`src/read_geometry_pkg.sv`:
```
`default_nettype none

package read_geometry_pkg;

	// batch and read numbering
	localparam int batch_width = 5;
	localparam int read_num_width = 4;
	localparam logic [batch_width-1:0] max_reads = 16;

	// host side load beat
	localparam int beat_width = 512;

	// bases as stored with a 2-bit code per base
	localparam int bases_per_word = 64;
	localparam int base_width = 2;
	localparam int packed_word_width = bases_per_word * base_width;

	// query side
	localparam int position_width = 7;
	localparam int result_width = 8;

endpackage

`default_nettype wire

```
`src/read_format_pkg.sv`:
```
`default_nettype none

package read_format_pkg;

	localparam int field_width = 7;

	// order of beats within one read
	localparam logic [1:0] phase_base_lo = 2'd0;
	localparam logic [1:0] phase_base_hi = 2'd1;
	localparam logic [1:0] phase_param = 2'd2;

	// forward start at bits 6..0 and min interval at bits 70..64
	typedef struct packed {
		logic [read_geometry_pkg::beat_width-72:0] reserved_hi;
		logic [field_width-1:0] min_intv;
		logic [63-field_width:0] reserved_lo;
		logic [field_width-1:0] forward_i;
	} param_t;

	// one lane per base with the base code in its two low bits
	typedef union packed {
		logic [read_geometry_pkg::bases_per_word-1:0][read_geometry_pkg::result_width-1:0] lanes;
		param_t param;
	} beat_t;

endpackage

`default_nettype wire

```
`src/read_loader.sv`:
```
`default_nettype none
`timescale 1ns/1ns

module read_loader (
	input wire clk,
	input wire reset_n,
	input wire load_valid,
	input wire read_format_pkg::beat_t load_data,
	input wire [read_geometry_pkg::batch_width-1:0] batch_size,
	output logic load_done,
	output logic [read_geometry_pkg::batch_width-1:0] read_count,
	output logic wr_en,
	output logic [1:0] wr_sel,
	output logic [read_geometry_pkg::read_num_width-1:0] wr_read_num,
	output logic [read_geometry_pkg::packed_word_width-1:0] wr_bases,
	output logic [read_format_pkg::field_width-1:0] wr_forward_i,
	output logic [read_format_pkg::field_width-1:0] wr_min_intv
);

	logic [1:0] phase;
	logic accept;

	// beats past the batch or past the buffer depth are dropped
	assign accept = load_valid && !load_done && (read_count < batch_size)
		&& (read_count < read_geometry_pkg::max_reads);

	assign wr_en = accept;
	assign wr_sel = phase;
	assign wr_read_num = read_count[read_geometry_pkg::read_num_width-1:0];
	assign wr_forward_i = load_data.param.forward_i;
	assign wr_min_intv = load_data.param.min_intv;

	// keep only the base code of every lane
	always_comb begin
		for (int i = 0; i < read_geometry_pkg::bases_per_word; i++) begin
			wr_bases[i*read_geometry_pkg::base_width +: read_geometry_pkg::base_width] =
				load_data.lanes[i][read_geometry_pkg::base_width-1:0];
		end
	end

	always_ff @(posedge clk) begin
		if (!reset_n) begin
			phase <= read_format_pkg::phase_base_lo;
			read_count <= '0;
			load_done <= 1'b0;
		end else begin
			if (accept) begin
				case (phase)
					read_format_pkg::phase_base_lo: phase <= read_format_pkg::phase_base_hi;
					read_format_pkg::phase_base_hi: phase <= read_format_pkg::phase_param;
					default: begin
						phase <= read_format_pkg::phase_base_lo;
						read_count <= read_count + 1'b1;
					end
				endcase
			end
			// sticky until reset and never set for a zero batch
			if (read_count == batch_size && batch_size != '0)
				load_done <= 1'b1;
		end
	end

endmodule

`default_nettype wire

```
`src/read_store.sv`:
```
`default_nettype none
`timescale 1ns/1ns

module read_store (
	input wire clk,
	input wire wr_en,
	input wire [1:0] wr_sel,
	input wire [read_geometry_pkg::read_num_width-1:0] wr_read_num,
	input wire [read_geometry_pkg::packed_word_width-1:0] wr_bases,
	input wire [read_format_pkg::field_width-1:0] wr_forward_i,
	input wire [read_format_pkg::field_width-1:0] wr_min_intv,
	input wire [read_geometry_pkg::read_num_width-1:0] disp_read_num,
	output logic [read_format_pkg::field_width-1:0] disp_forward_i,
	output logic [read_format_pkg::field_width-1:0] disp_min_intv,
	input wire [read_geometry_pkg::read_num_width-1:0] query_read_num,
	output logic [read_geometry_pkg::packed_word_width-1:0] query_word_lo,
	output logic [read_geometry_pkg::packed_word_width-1:0] query_word_hi
);

	logic [read_geometry_pkg::packed_word_width-1:0] mem_lo [read_geometry_pkg::max_reads];
	logic [read_geometry_pkg::packed_word_width-1:0] mem_hi [read_geometry_pkg::max_reads];
	logic [read_format_pkg::field_width-1:0] mem_forward_i [read_geometry_pkg::max_reads];
	logic [read_format_pkg::field_width-1:0] mem_min_intv [read_geometry_pkg::max_reads];

	always_ff @(posedge clk) begin
		if (wr_en) begin
			case (wr_sel)
				read_format_pkg::phase_base_lo: mem_lo[wr_read_num] <= wr_bases;
				read_format_pkg::phase_base_hi: mem_hi[wr_read_num] <= wr_bases;
				read_format_pkg::phase_param: begin
					mem_forward_i[wr_read_num] <= wr_forward_i;
					mem_min_intv[wr_read_num] <= wr_min_intv;
				end
				default: ;
			endcase
		end
	end

	// both read ports are asynchronous
	assign disp_forward_i = mem_forward_i[disp_read_num];
	assign disp_min_intv = mem_min_intv[disp_read_num];
	assign query_word_lo = mem_lo[query_read_num];
	assign query_word_hi = mem_hi[query_read_num];

endmodule

`default_nettype wire

```
`src/read_dispatch.sv`:
```
`default_nettype none
`timescale 1ns/1ns

module read_dispatch (
	input wire clk,
	input wire reset_n,
	input wire stall,
	input wire load_done,
	input wire [read_geometry_pkg::batch_width-1:0] read_count,
	input wire new_read,
	output logic new_read_valid,
	output logic [read_geometry_pkg::read_num_width-1:0] new_read_num,
	output logic [read_geometry_pkg::read_num_width-1:0] disp_read_num
);

	// one bit wider than a read number so it can reach read_count
	logic [read_geometry_pkg::batch_width-1:0] read_ptr;

	assign new_read_valid = load_done && (read_ptr < read_count);
	assign disp_read_num = read_ptr[read_geometry_pkg::read_num_width-1:0];
	assign new_read_num = new_read_valid ? disp_read_num : '1;

	always_ff @(posedge clk) begin
		if (!reset_n) begin
			read_ptr <= '0;
		end else if (new_read && new_read_valid && !stall) begin
			read_ptr <= read_ptr + 1'b1;
		end
	end

endmodule

`default_nettype wire

```
`src/base_select_pipe.sv`:
```
`default_nettype none
`timescale 1ns/1ns

module base_select_pipe (
	input wire clk,
	input wire reset_n,
	input wire stall,
	input wire query_valid,
	input wire [read_geometry_pkg::position_width-1:0] query_position,
	input wire [read_geometry_pkg::packed_word_width-1:0] query_word_lo,
	input wire [read_geometry_pkg::packed_word_width-1:0] query_word_hi,
	output logic [read_geometry_pkg::result_width-1:0] query_base,
	output logic result_valid
);

	// stage 1 holds both words as four groups of 32 bases
	logic [3:0][63:0] s1_words;
	logic [6:0] s1_pos;
	logic s1_valid;

	// stage 2 holds 32 bases as four groups of 8
	logic [3:0][15:0] s2_bases;
	logic [4:0] s2_pos;
	logic s2_valid;

	// stage 3 holds 8 bases
	logic [7:0][read_geometry_pkg::base_width-1:0] s3_bases;
	logic [2:0] s3_pos;
	logic s3_valid;

	// data registers
	always_ff @(posedge clk) begin
		if (!stall) begin
			s1_words <= {query_word_hi, query_word_lo};
			s1_pos <= query_position;
			s2_bases <= s1_words[s1_pos[6:5]];
			s2_pos <= s1_pos[4:0];
			s3_bases <= s2_bases[s2_pos[4:3]];
			s3_pos <= s2_pos[2:0];
		end
	end

	// valid bits and the output register
	always_ff @(posedge clk) begin
		if (!reset_n) begin
			s1_valid <= 1'b0;
			s2_valid <= 1'b0;
			s3_valid <= 1'b0;
			result_valid <= 1'b0;
			query_base <= '1;
		end else if (!stall) begin
			s1_valid <= query_valid;
			s2_valid <= s1_valid;
			s3_valid <= s2_valid;
			result_valid <= s3_valid;
			// zero-extend the 2-bit code to a full lane
			query_base <= {{(read_geometry_pkg::result_width - read_geometry_pkg::base_width){1'b0}},
				s3_bases[s3_pos]};
		end
	end

endmodule

`default_nettype wire

```
`src/read_buffer.sv`:
```
`default_nettype none
`timescale 1ns/1ns

module read_buffer (
	input wire clk,
	input wire reset_n,
	input wire stall,
	input wire load_valid,
	input wire read_format_pkg::beat_t load_data,
	input wire [read_geometry_pkg::batch_width-1:0] batch_size,
	output logic load_done,
	input wire new_read,
	output logic new_read_valid,
	output logic [read_geometry_pkg::read_num_width-1:0] new_read_num,
	output logic [read_format_pkg::field_width-1:0] new_forward_i,
	output logic [read_format_pkg::field_width-1:0] new_min_intv,
	input wire query_valid,
	input wire [read_geometry_pkg::read_num_width-1:0] query_read_num,
	input wire [read_geometry_pkg::position_width-1:0] query_position,
	output logic [read_geometry_pkg::result_width-1:0] query_base,
	output logic result_valid
);

	logic [read_geometry_pkg::batch_width-1:0] read_count;
	logic wr_en;
	logic [1:0] wr_sel;
	logic [read_geometry_pkg::read_num_width-1:0] wr_read_num;
	logic [read_geometry_pkg::packed_word_width-1:0] wr_bases;
	logic [read_format_pkg::field_width-1:0] wr_forward_i;
	logic [read_format_pkg::field_width-1:0] wr_min_intv;
	logic [read_geometry_pkg::read_num_width-1:0] disp_read_num;
	logic [read_geometry_pkg::packed_word_width-1:0] query_word_lo;
	logic [read_geometry_pkg::packed_word_width-1:0] query_word_hi;

	read_loader u_read_loader (
		.clk(clk), .reset_n(reset_n),
		.load_valid(load_valid), .load_data(load_data), .batch_size(batch_size),
		.load_done(load_done), .read_count(read_count),
		.wr_en(wr_en), .wr_sel(wr_sel), .wr_read_num(wr_read_num),
		.wr_bases(wr_bases), .wr_forward_i(wr_forward_i), .wr_min_intv(wr_min_intv)
	);

	// parameter fields go straight out to the extension pipeline
	read_store u_read_store (
		.clk(clk),
		.wr_en(wr_en), .wr_sel(wr_sel), .wr_read_num(wr_read_num),
		.wr_bases(wr_bases), .wr_forward_i(wr_forward_i), .wr_min_intv(wr_min_intv),
		.disp_read_num(disp_read_num),
		.disp_forward_i(new_forward_i), .disp_min_intv(new_min_intv),
		.query_read_num(query_read_num),
		.query_word_lo(query_word_lo), .query_word_hi(query_word_hi)
	);

	read_dispatch u_read_dispatch (
		.clk(clk), .reset_n(reset_n), .stall(stall),
		.load_done(load_done), .read_count(read_count), .new_read(new_read),
		.new_read_valid(new_read_valid), .new_read_num(new_read_num),
		.disp_read_num(disp_read_num)
	);

	base_select_pipe u_base_select_pipe (
		.clk(clk), .reset_n(reset_n), .stall(stall),
		.query_valid(query_valid), .query_position(query_position),
		.query_word_lo(query_word_lo), .query_word_hi(query_word_hi),
		.query_base(query_base), .result_valid(result_valid)
	);

endmodule

`default_nettype wire

```
`config.mk`:
```
export PLATFORM = sky130hd
export DESIGN_NAME = read_buffer
export DESIGN_NICKNAME = d
export VERILOG_FILES = /design/src/read_geometry_pkg.sv /design/src/read_format_pkg.sv /design/src/read_loader.sv /design/src/read_store.sv /design/src/read_dispatch.sv /design/src/base_select_pipe.sv /design/src/read_buffer.sv
export SDC_FILE = /design/constraint.sdc
export NUM_CORES = 2
export LEC_CHECK = 0
export BUFFER_PORTS_ARGS = -buffer_cell sky130_fd_sc_hd__buf_2
export CAP_MARGIN = 0
export CORE_MARGIN = 5
export CORE_UTILIZATION = 30
export CTS_CLUSTER_DIAMETER = 150
export DETAILED_ROUTE_END_ITERATION = 10
export SLEW_MARGIN = 25
export SYNTH_ARGS = -nofsm -noshare
export SYNTH_HDL_FRONTEND = slang
export SYNTH_MEMORY_MAX_BITS = 65536
export SYNTH_SLANG_ARGS = --single-unit
```
`constraint.sdc`:
```
create_clock -name clk -period 8.55 [get_ports clk]
set_input_delay 0.855 -clock clk [delete_from_list [all_inputs] [get_ports clk]]
set_output_delay 0.855 -clock clk [all_outputs]
set_load 0.05 [all_outputs]
```
# ---- After elaboration in Yosys (flattened, before gate mapping)
# Memory sizes are Yosys's and may differ from the RTL's. A register that Yosys moved wholly into a read port is not among the register bits.
# Cells that the tools add are included.
dict set report totals {
  out_inout_bits 29
  word_cells 76
  n_memories 4
  inputBits 534
  ram_bits 4320
  latchBits 0
  reg_bits 120
  mem_bits_ro 0
}
dict set report classes {
  muxes 21
  div 0
  n_mul 0
  shift 0
  reduce_logical 15
  bitwise_logic 1
  n_addsub 2
  eq_ne 3
  magnitude_cmp 6
}
# memory depth width read_ports rd_clocked_by_memory_dff write_ports line_no
set mem_list {}
lappend mem_list {u_read_store.mem_hi 16 128 1 1 1 read_store.sv:21} ;# logic [read_geometry_pkg::packed_word_width-1:0] mem_hi [read_geometry_pkg::max_reads];
lappend mem_list {u_read_store.mem_lo 16 128 1 1 1 read_store.sv:20} ;# logic [read_geometry_pkg::packed_word_width-1:0] mem_lo [read_geometry_pkg::max_reads];
lappend mem_list {u_read_store.mem_forward_i 16 7 1 1 1 read_store.sv:22} ;# logic [read_format_pkg::field_width-1:0] mem_forward_i [read_geometry_pkg::max_reads];
lappend mem_list {u_read_store.mem_min_intv 16 7 1 1 1 read_store.sv:23} ;# logic [read_format_pkg::field_width-1:0] mem_min_intv [read_geometry_pkg::max_reads];
# operator count
set op_table {}
lappend op_table {{64-bit binary-select mux with 2-bit select} 1}
lappend op_table {{64-bit 2-to-1 mux} 1}
lappend op_table {{16-bit binary-select mux with 2-bit select} 1}
lappend op_table {{4-bit 2-to-1 mux} 5}
lappend op_table {{16-bit 2-to-1 mux} 1}
lappend op_table {{5-bit by 1-bit adder with 5-bit output, second input constant} 2}
lappend op_table {{5-bit < comparator} 2}
lappend op_table {{1-bit 2-to-1 mux} 9}
lappend op_table {{1-bit logical AND} 7}
lappend op_table {{2-bit binary-select mux with 3-bit select} 1}
lappend op_table {{2-bit by 3-bit < comparator with 1-bit output, second input constant} 2}
lappend op_table {{5-bit equality test} 1}
lappend op_table {{5-bit < comparator, second input constant} 1}
lappend op_table {{5-bit nonzero test} 1}
lappend op_table {{1-bit zero test} 4}
lappend op_table {{3-bit by 4-bit < comparator with 1-bit output, second input constant} 1}
lappend op_table {{2-bit case mux with 2 select lines} 1}
lappend op_table {{2-bit by 1-bit equality test with 1-bit output, second input constant} 1}
lappend op_table {{2-bit equality test, second input constant} 1}
lappend op_table {{2-bit zero test} 1}
lappend op_table {{2-bit 2-to-1 mux} 1}
lappend op_table {{2-bit AND reduction} 1}
lappend op_table {{2-bit OR reduction} 1}
lappend op_table {{1-bit NOT} 1}

# ---- Logic depth before layout (Yosys ltp)
dict set report logic_depth {
  ltp_word 6
  depth_mapped 9
  ltp_nobuf 7
}

# ---- Modules after synthesis
# A second synthesis with hierarchy kept.
dict set report hier_totals {
  cells_unflattened 7648
  area_unflattened_um2 176583.1
}
# mod seq_area_each_um2 area_per_inst_um2 n_inst cells_each
set by_module_without_submodules {}
lappend by_module_without_submodules {read_store 129724.4 161628.8 1 6901}
lappend by_module_without_submodules {base_select_pipe 10680.2 12911.1 1 491}
lappend by_module_without_submodules {read_loader 160.2 1602.8 1 204}
lappend by_module_without_submodules {read_dispatch 100.1 440.4 1 52}

# ---- Worst setup path before layout
# Ideal clock, no wire load.
dict set report synth_path {
  kind {input to register}
  from {input port stall}
  to {register with a tool-made name}
  arrival_time_ps 9356
  setup_ps 70
  t_required_ps 8480
  setup_slack_ps -877
  n_path_buf 1
  path_stages 6
  cell_sequence {clkbuf_1 inv_1 o2111a_1 nor2_1 or3_1 a21oi_1}
}
# element line_no
set synth_rtl {}
lappend synth_rtl {{from (decl)} read_buffer.sv:7} ;# input wire stall,

==> flow_summary.ini <==
[outcome]
status = completed

[detailed_routing]
top_layer = met5
drc = 0
drt_iter0_markers = 8522
dr_wl_met2_um = 228000
vias_per_cell = 5.05
wl_um = 451000
antenna_left = 0
post_drt_wl_per_cell_um = 29.0
vias = 78700
dr.pass1.iters = 6
met1_length_um = 178000
met3_length_um = 31000

[sta]
skew_ps = 92.8
maxSlewHeadroom = 0.147
worst_pin_slew_ps = 1280
finalMaxSlewViolations = 0
hold_viol = 0
rsz0062_at_grt = no
post-route-period-util = 0.535
fmax_mhz = 218
finalCriticalPeriod_ps = 4580
finalSetupViolCount = 0
fin_tns_setup_ps = 0

[yosys]
synth_cells = 6913
synth-seq-cells = 4695
synth_cell_types = 33
synth_warnings = 0
synth_area_per_cell_um2 = 25.5
netlist_area_um2 = 176000
synthesis.nets = 7461
seq_area_frac_synth = 0.799

[worst_hold_path]
hold_class = primary input to flop

[floorplanning]
die_area_um2 = 603000
core_um2 = 585000
pin_count = 563
rows = 281
initial_core_util = 0.301
die_w_um = 776
die_y_um = 776

[cells_and_area]
area_delta_synth_final_pct = 14.9
layout-drive-gt1-share = 0.309
stdcell_area_um2 = 202000
num-nets-final = 7931

[clocking]
clock_sinks = 4695
cts_max_path_buffers = 4
cts_buffers = 455
cts_resized = 0
cts.clk_slew.worst_paths_ps = 60
worstSkewPairLatency_ps = 1040
cts_tree = built
root_buffer = clkbuf_16
htreeDepth = 5

[critical_path]
cp-end-kind = output port
worstPathRequired_ps = 7700
critPathLaunchType = flop
path_cells = buf_4 -> mux4_2 -> mux4_2 -> buf_2
cp_max_fo = 37
max_stage_delay_ps = 650
crit_slowest_cell = buf_4
path_common_cell = mux4_2
critical_path_class = flop to output port
cp.arrival_ps = 3720

[place]
dp.final_hpwl_um = 237000
routabilityCongestion = 0.751
port_buffers = 188
place_area_um2 = 188000

[flow_run]
maxCapViolations = 0

[grt]
grt_max_degree = 125
globalRouteOverflowTotal = 0
gr-usage-all-layers = 0.146
grt_pass1_wl_um = 634000
grt_pass1_vias = 80700
antenna_found_initial = 130

[power_and_ir_drop]
p_leak_nw = 61.4
ir_drop_mv = 0.179
powerDensity_nw_per_um2 = 234
==> cell usage in the layout, fill, tap and decap left out, types with 32 or more instances in the layout <==
cell type,instances
edfxtp_1,4671
clkinv_1,111
nor2b_1,82
buf_2,184
clkinv_2,90
a211oi_1,81
clkbuf_1,91
mux4_2,1354
a21oi_1,95
buf_4,108
nor2_4,32
clkbuf_16,456
diode_2,36
buf_12,67
bufinv_16,38
mux2i_1,87
nor2_1,34
==> layout make-up <==
type,count,area (um2)
timing repair buffer,371,3210
tap,7782,9740
clock buffer,547,11800
sequential,4695,141000
multi-input combinational,1844,34000
fill,53100,383000
antenna,36,90.1
clock inverter,291,2900
inverter,16,63.8
==> registers in the layout (all words and copies together) (netlist names), 7 cells and up, named ones only <==
register,flops
u_read_store.mem_hi,2048
u_base_select_pipe.s3_bases,16
u_read_store.mem_min_intv,112
u_base_select_pipe.s1_pos,7
u_base_select_pipe.s2_bases,64
u_base_select_pipe.s1_words,256
u_read_store.mem_forward_i,112
u_read_store.mem_lo,2048
==> cells by family (layout without fill, tap and decap cells) <==
logic type	after synthesis	in the layout	synth area share
other	0	36	0
adder cells (fa/ha/maj)	14	14	0.000994
multiplexers	1441	1441	0.178
AO/OA/AOI/OAI	188	188	0.00662
flip-flops	4695	4695	0.799
AND/OR/NAND/NOR	199	199	0.00574
XOR/XNOR	2	2	0.0000994
buffers and inverters	374	1225	0.00978
==> path summary, 6_finish.rpt <==
kind / cells past startpoint / slack, ps / endpoint / from
max: 4 / 3970 / new_forward_i[6] / flop
min: 3 / 150 / u_base_select_pipe.s1_valid / query_valid
min reg2reg: 0 / 420 / u_base_select_pipe.s2_pos[4] / u_base_select_pipe.s1_pos[4]
max reg2reg: 8 / 4320 / u_read_store.mem_lo[15][95] / u_read_loader.read_count[2]
==> critical path: cells and delay by family, from the launching register on <==
family / cells / cell delay (ps)
buffers and inverters: 2 / 900
flip-flops: 1 / 600
multiplexers: 2 / 1180
==> metal layers <==
metal	vias up	GRT usage
met4	40	0.0432
met1	43400	0.192
met5	-	0
li1	31100	-
met3	824	0.0245
met2	3275	0.250
==> metrics by stage <==
stage | setup slack (ps) | power, W | utilization | cells | hold slack [ps]
after detailed placement | 3790 | 0.0282 | 0.321 | 14700 | 406
after global placement | 3390 | 0.0282 | 0.320 | 14700 | 411
after floorplan | 220 | 0.0274 | - | 6913 | 400
final | 3970 | 0.0474 | 0.346 | 15600 | 153
after global routing | 3680 | 0.0489 | 0.346 | 15600 | 132
after CTS | 3740 | 0.0478 | 0.346 | 15500 | 70.6
==> Yosys cell counts <==
library cell | n | area [um2]
o31ai_1 | 1 | 7.51
nand2_1 | 24 | 90.1
mux2i_1 | 87 | 871
nor4_1 | 1 | 6.26
buf_6 | 13 | 146
nand3_1 | 9 | 45.0
edfxtp_1 | 4671 | 140000
nor2b_1 | 82 | 513
inv_1 | 16 | 60.1
nor3_1 | 2 | 10.0
o21a_1 | 1 | 7.51
buf_4 | 11 | 82.6
dfxtp_1 | 24 | 480
o21ai_0 | 6 | 30.0
clkbuf_1 | 184 | 691
mux4_2 | 1354 | 30500
or2_2 | 6 | 37.5
o2111a_1 | 2 | 22.5
a21oi_1 | 95 | 475
buf_2 | 145 | 726
xor2_1 | 1 | 8.76
ha_1 | 14 | 175
xnor2_1 | 1 | 8.76
a21o_1 | 1 | 7.51
nor4bb_1 | 1 | 10.0
buf_1 | 5 | 18.8
o211ai_1 | 1 | 7.51
or3_1 | 5 | 31.3
nand4_1 | 1 | 6.26
nand2b_1 | 1 | 6.26
a211oi_1 | 81 | 608
nor4b_1 | 1 | 8.76
nor2_1 | 66 | 248
==> power by group <==
group	internal (W)	total [W]	switching (W)
registers	0.0256	0.0258	0.000165
clock network	0.0110	0.0197	0.00868
logic	0.000804	0.00195	0.00114
==> what timing repair did <==
| action | CTS | global route |
|---|---|---|
| hold endpoints to repair | 8 | 0 |
| buffers inserted | 0 | 0 |
| hold buffers | 8 | 0 |
(Power assumes the default switching activity.)
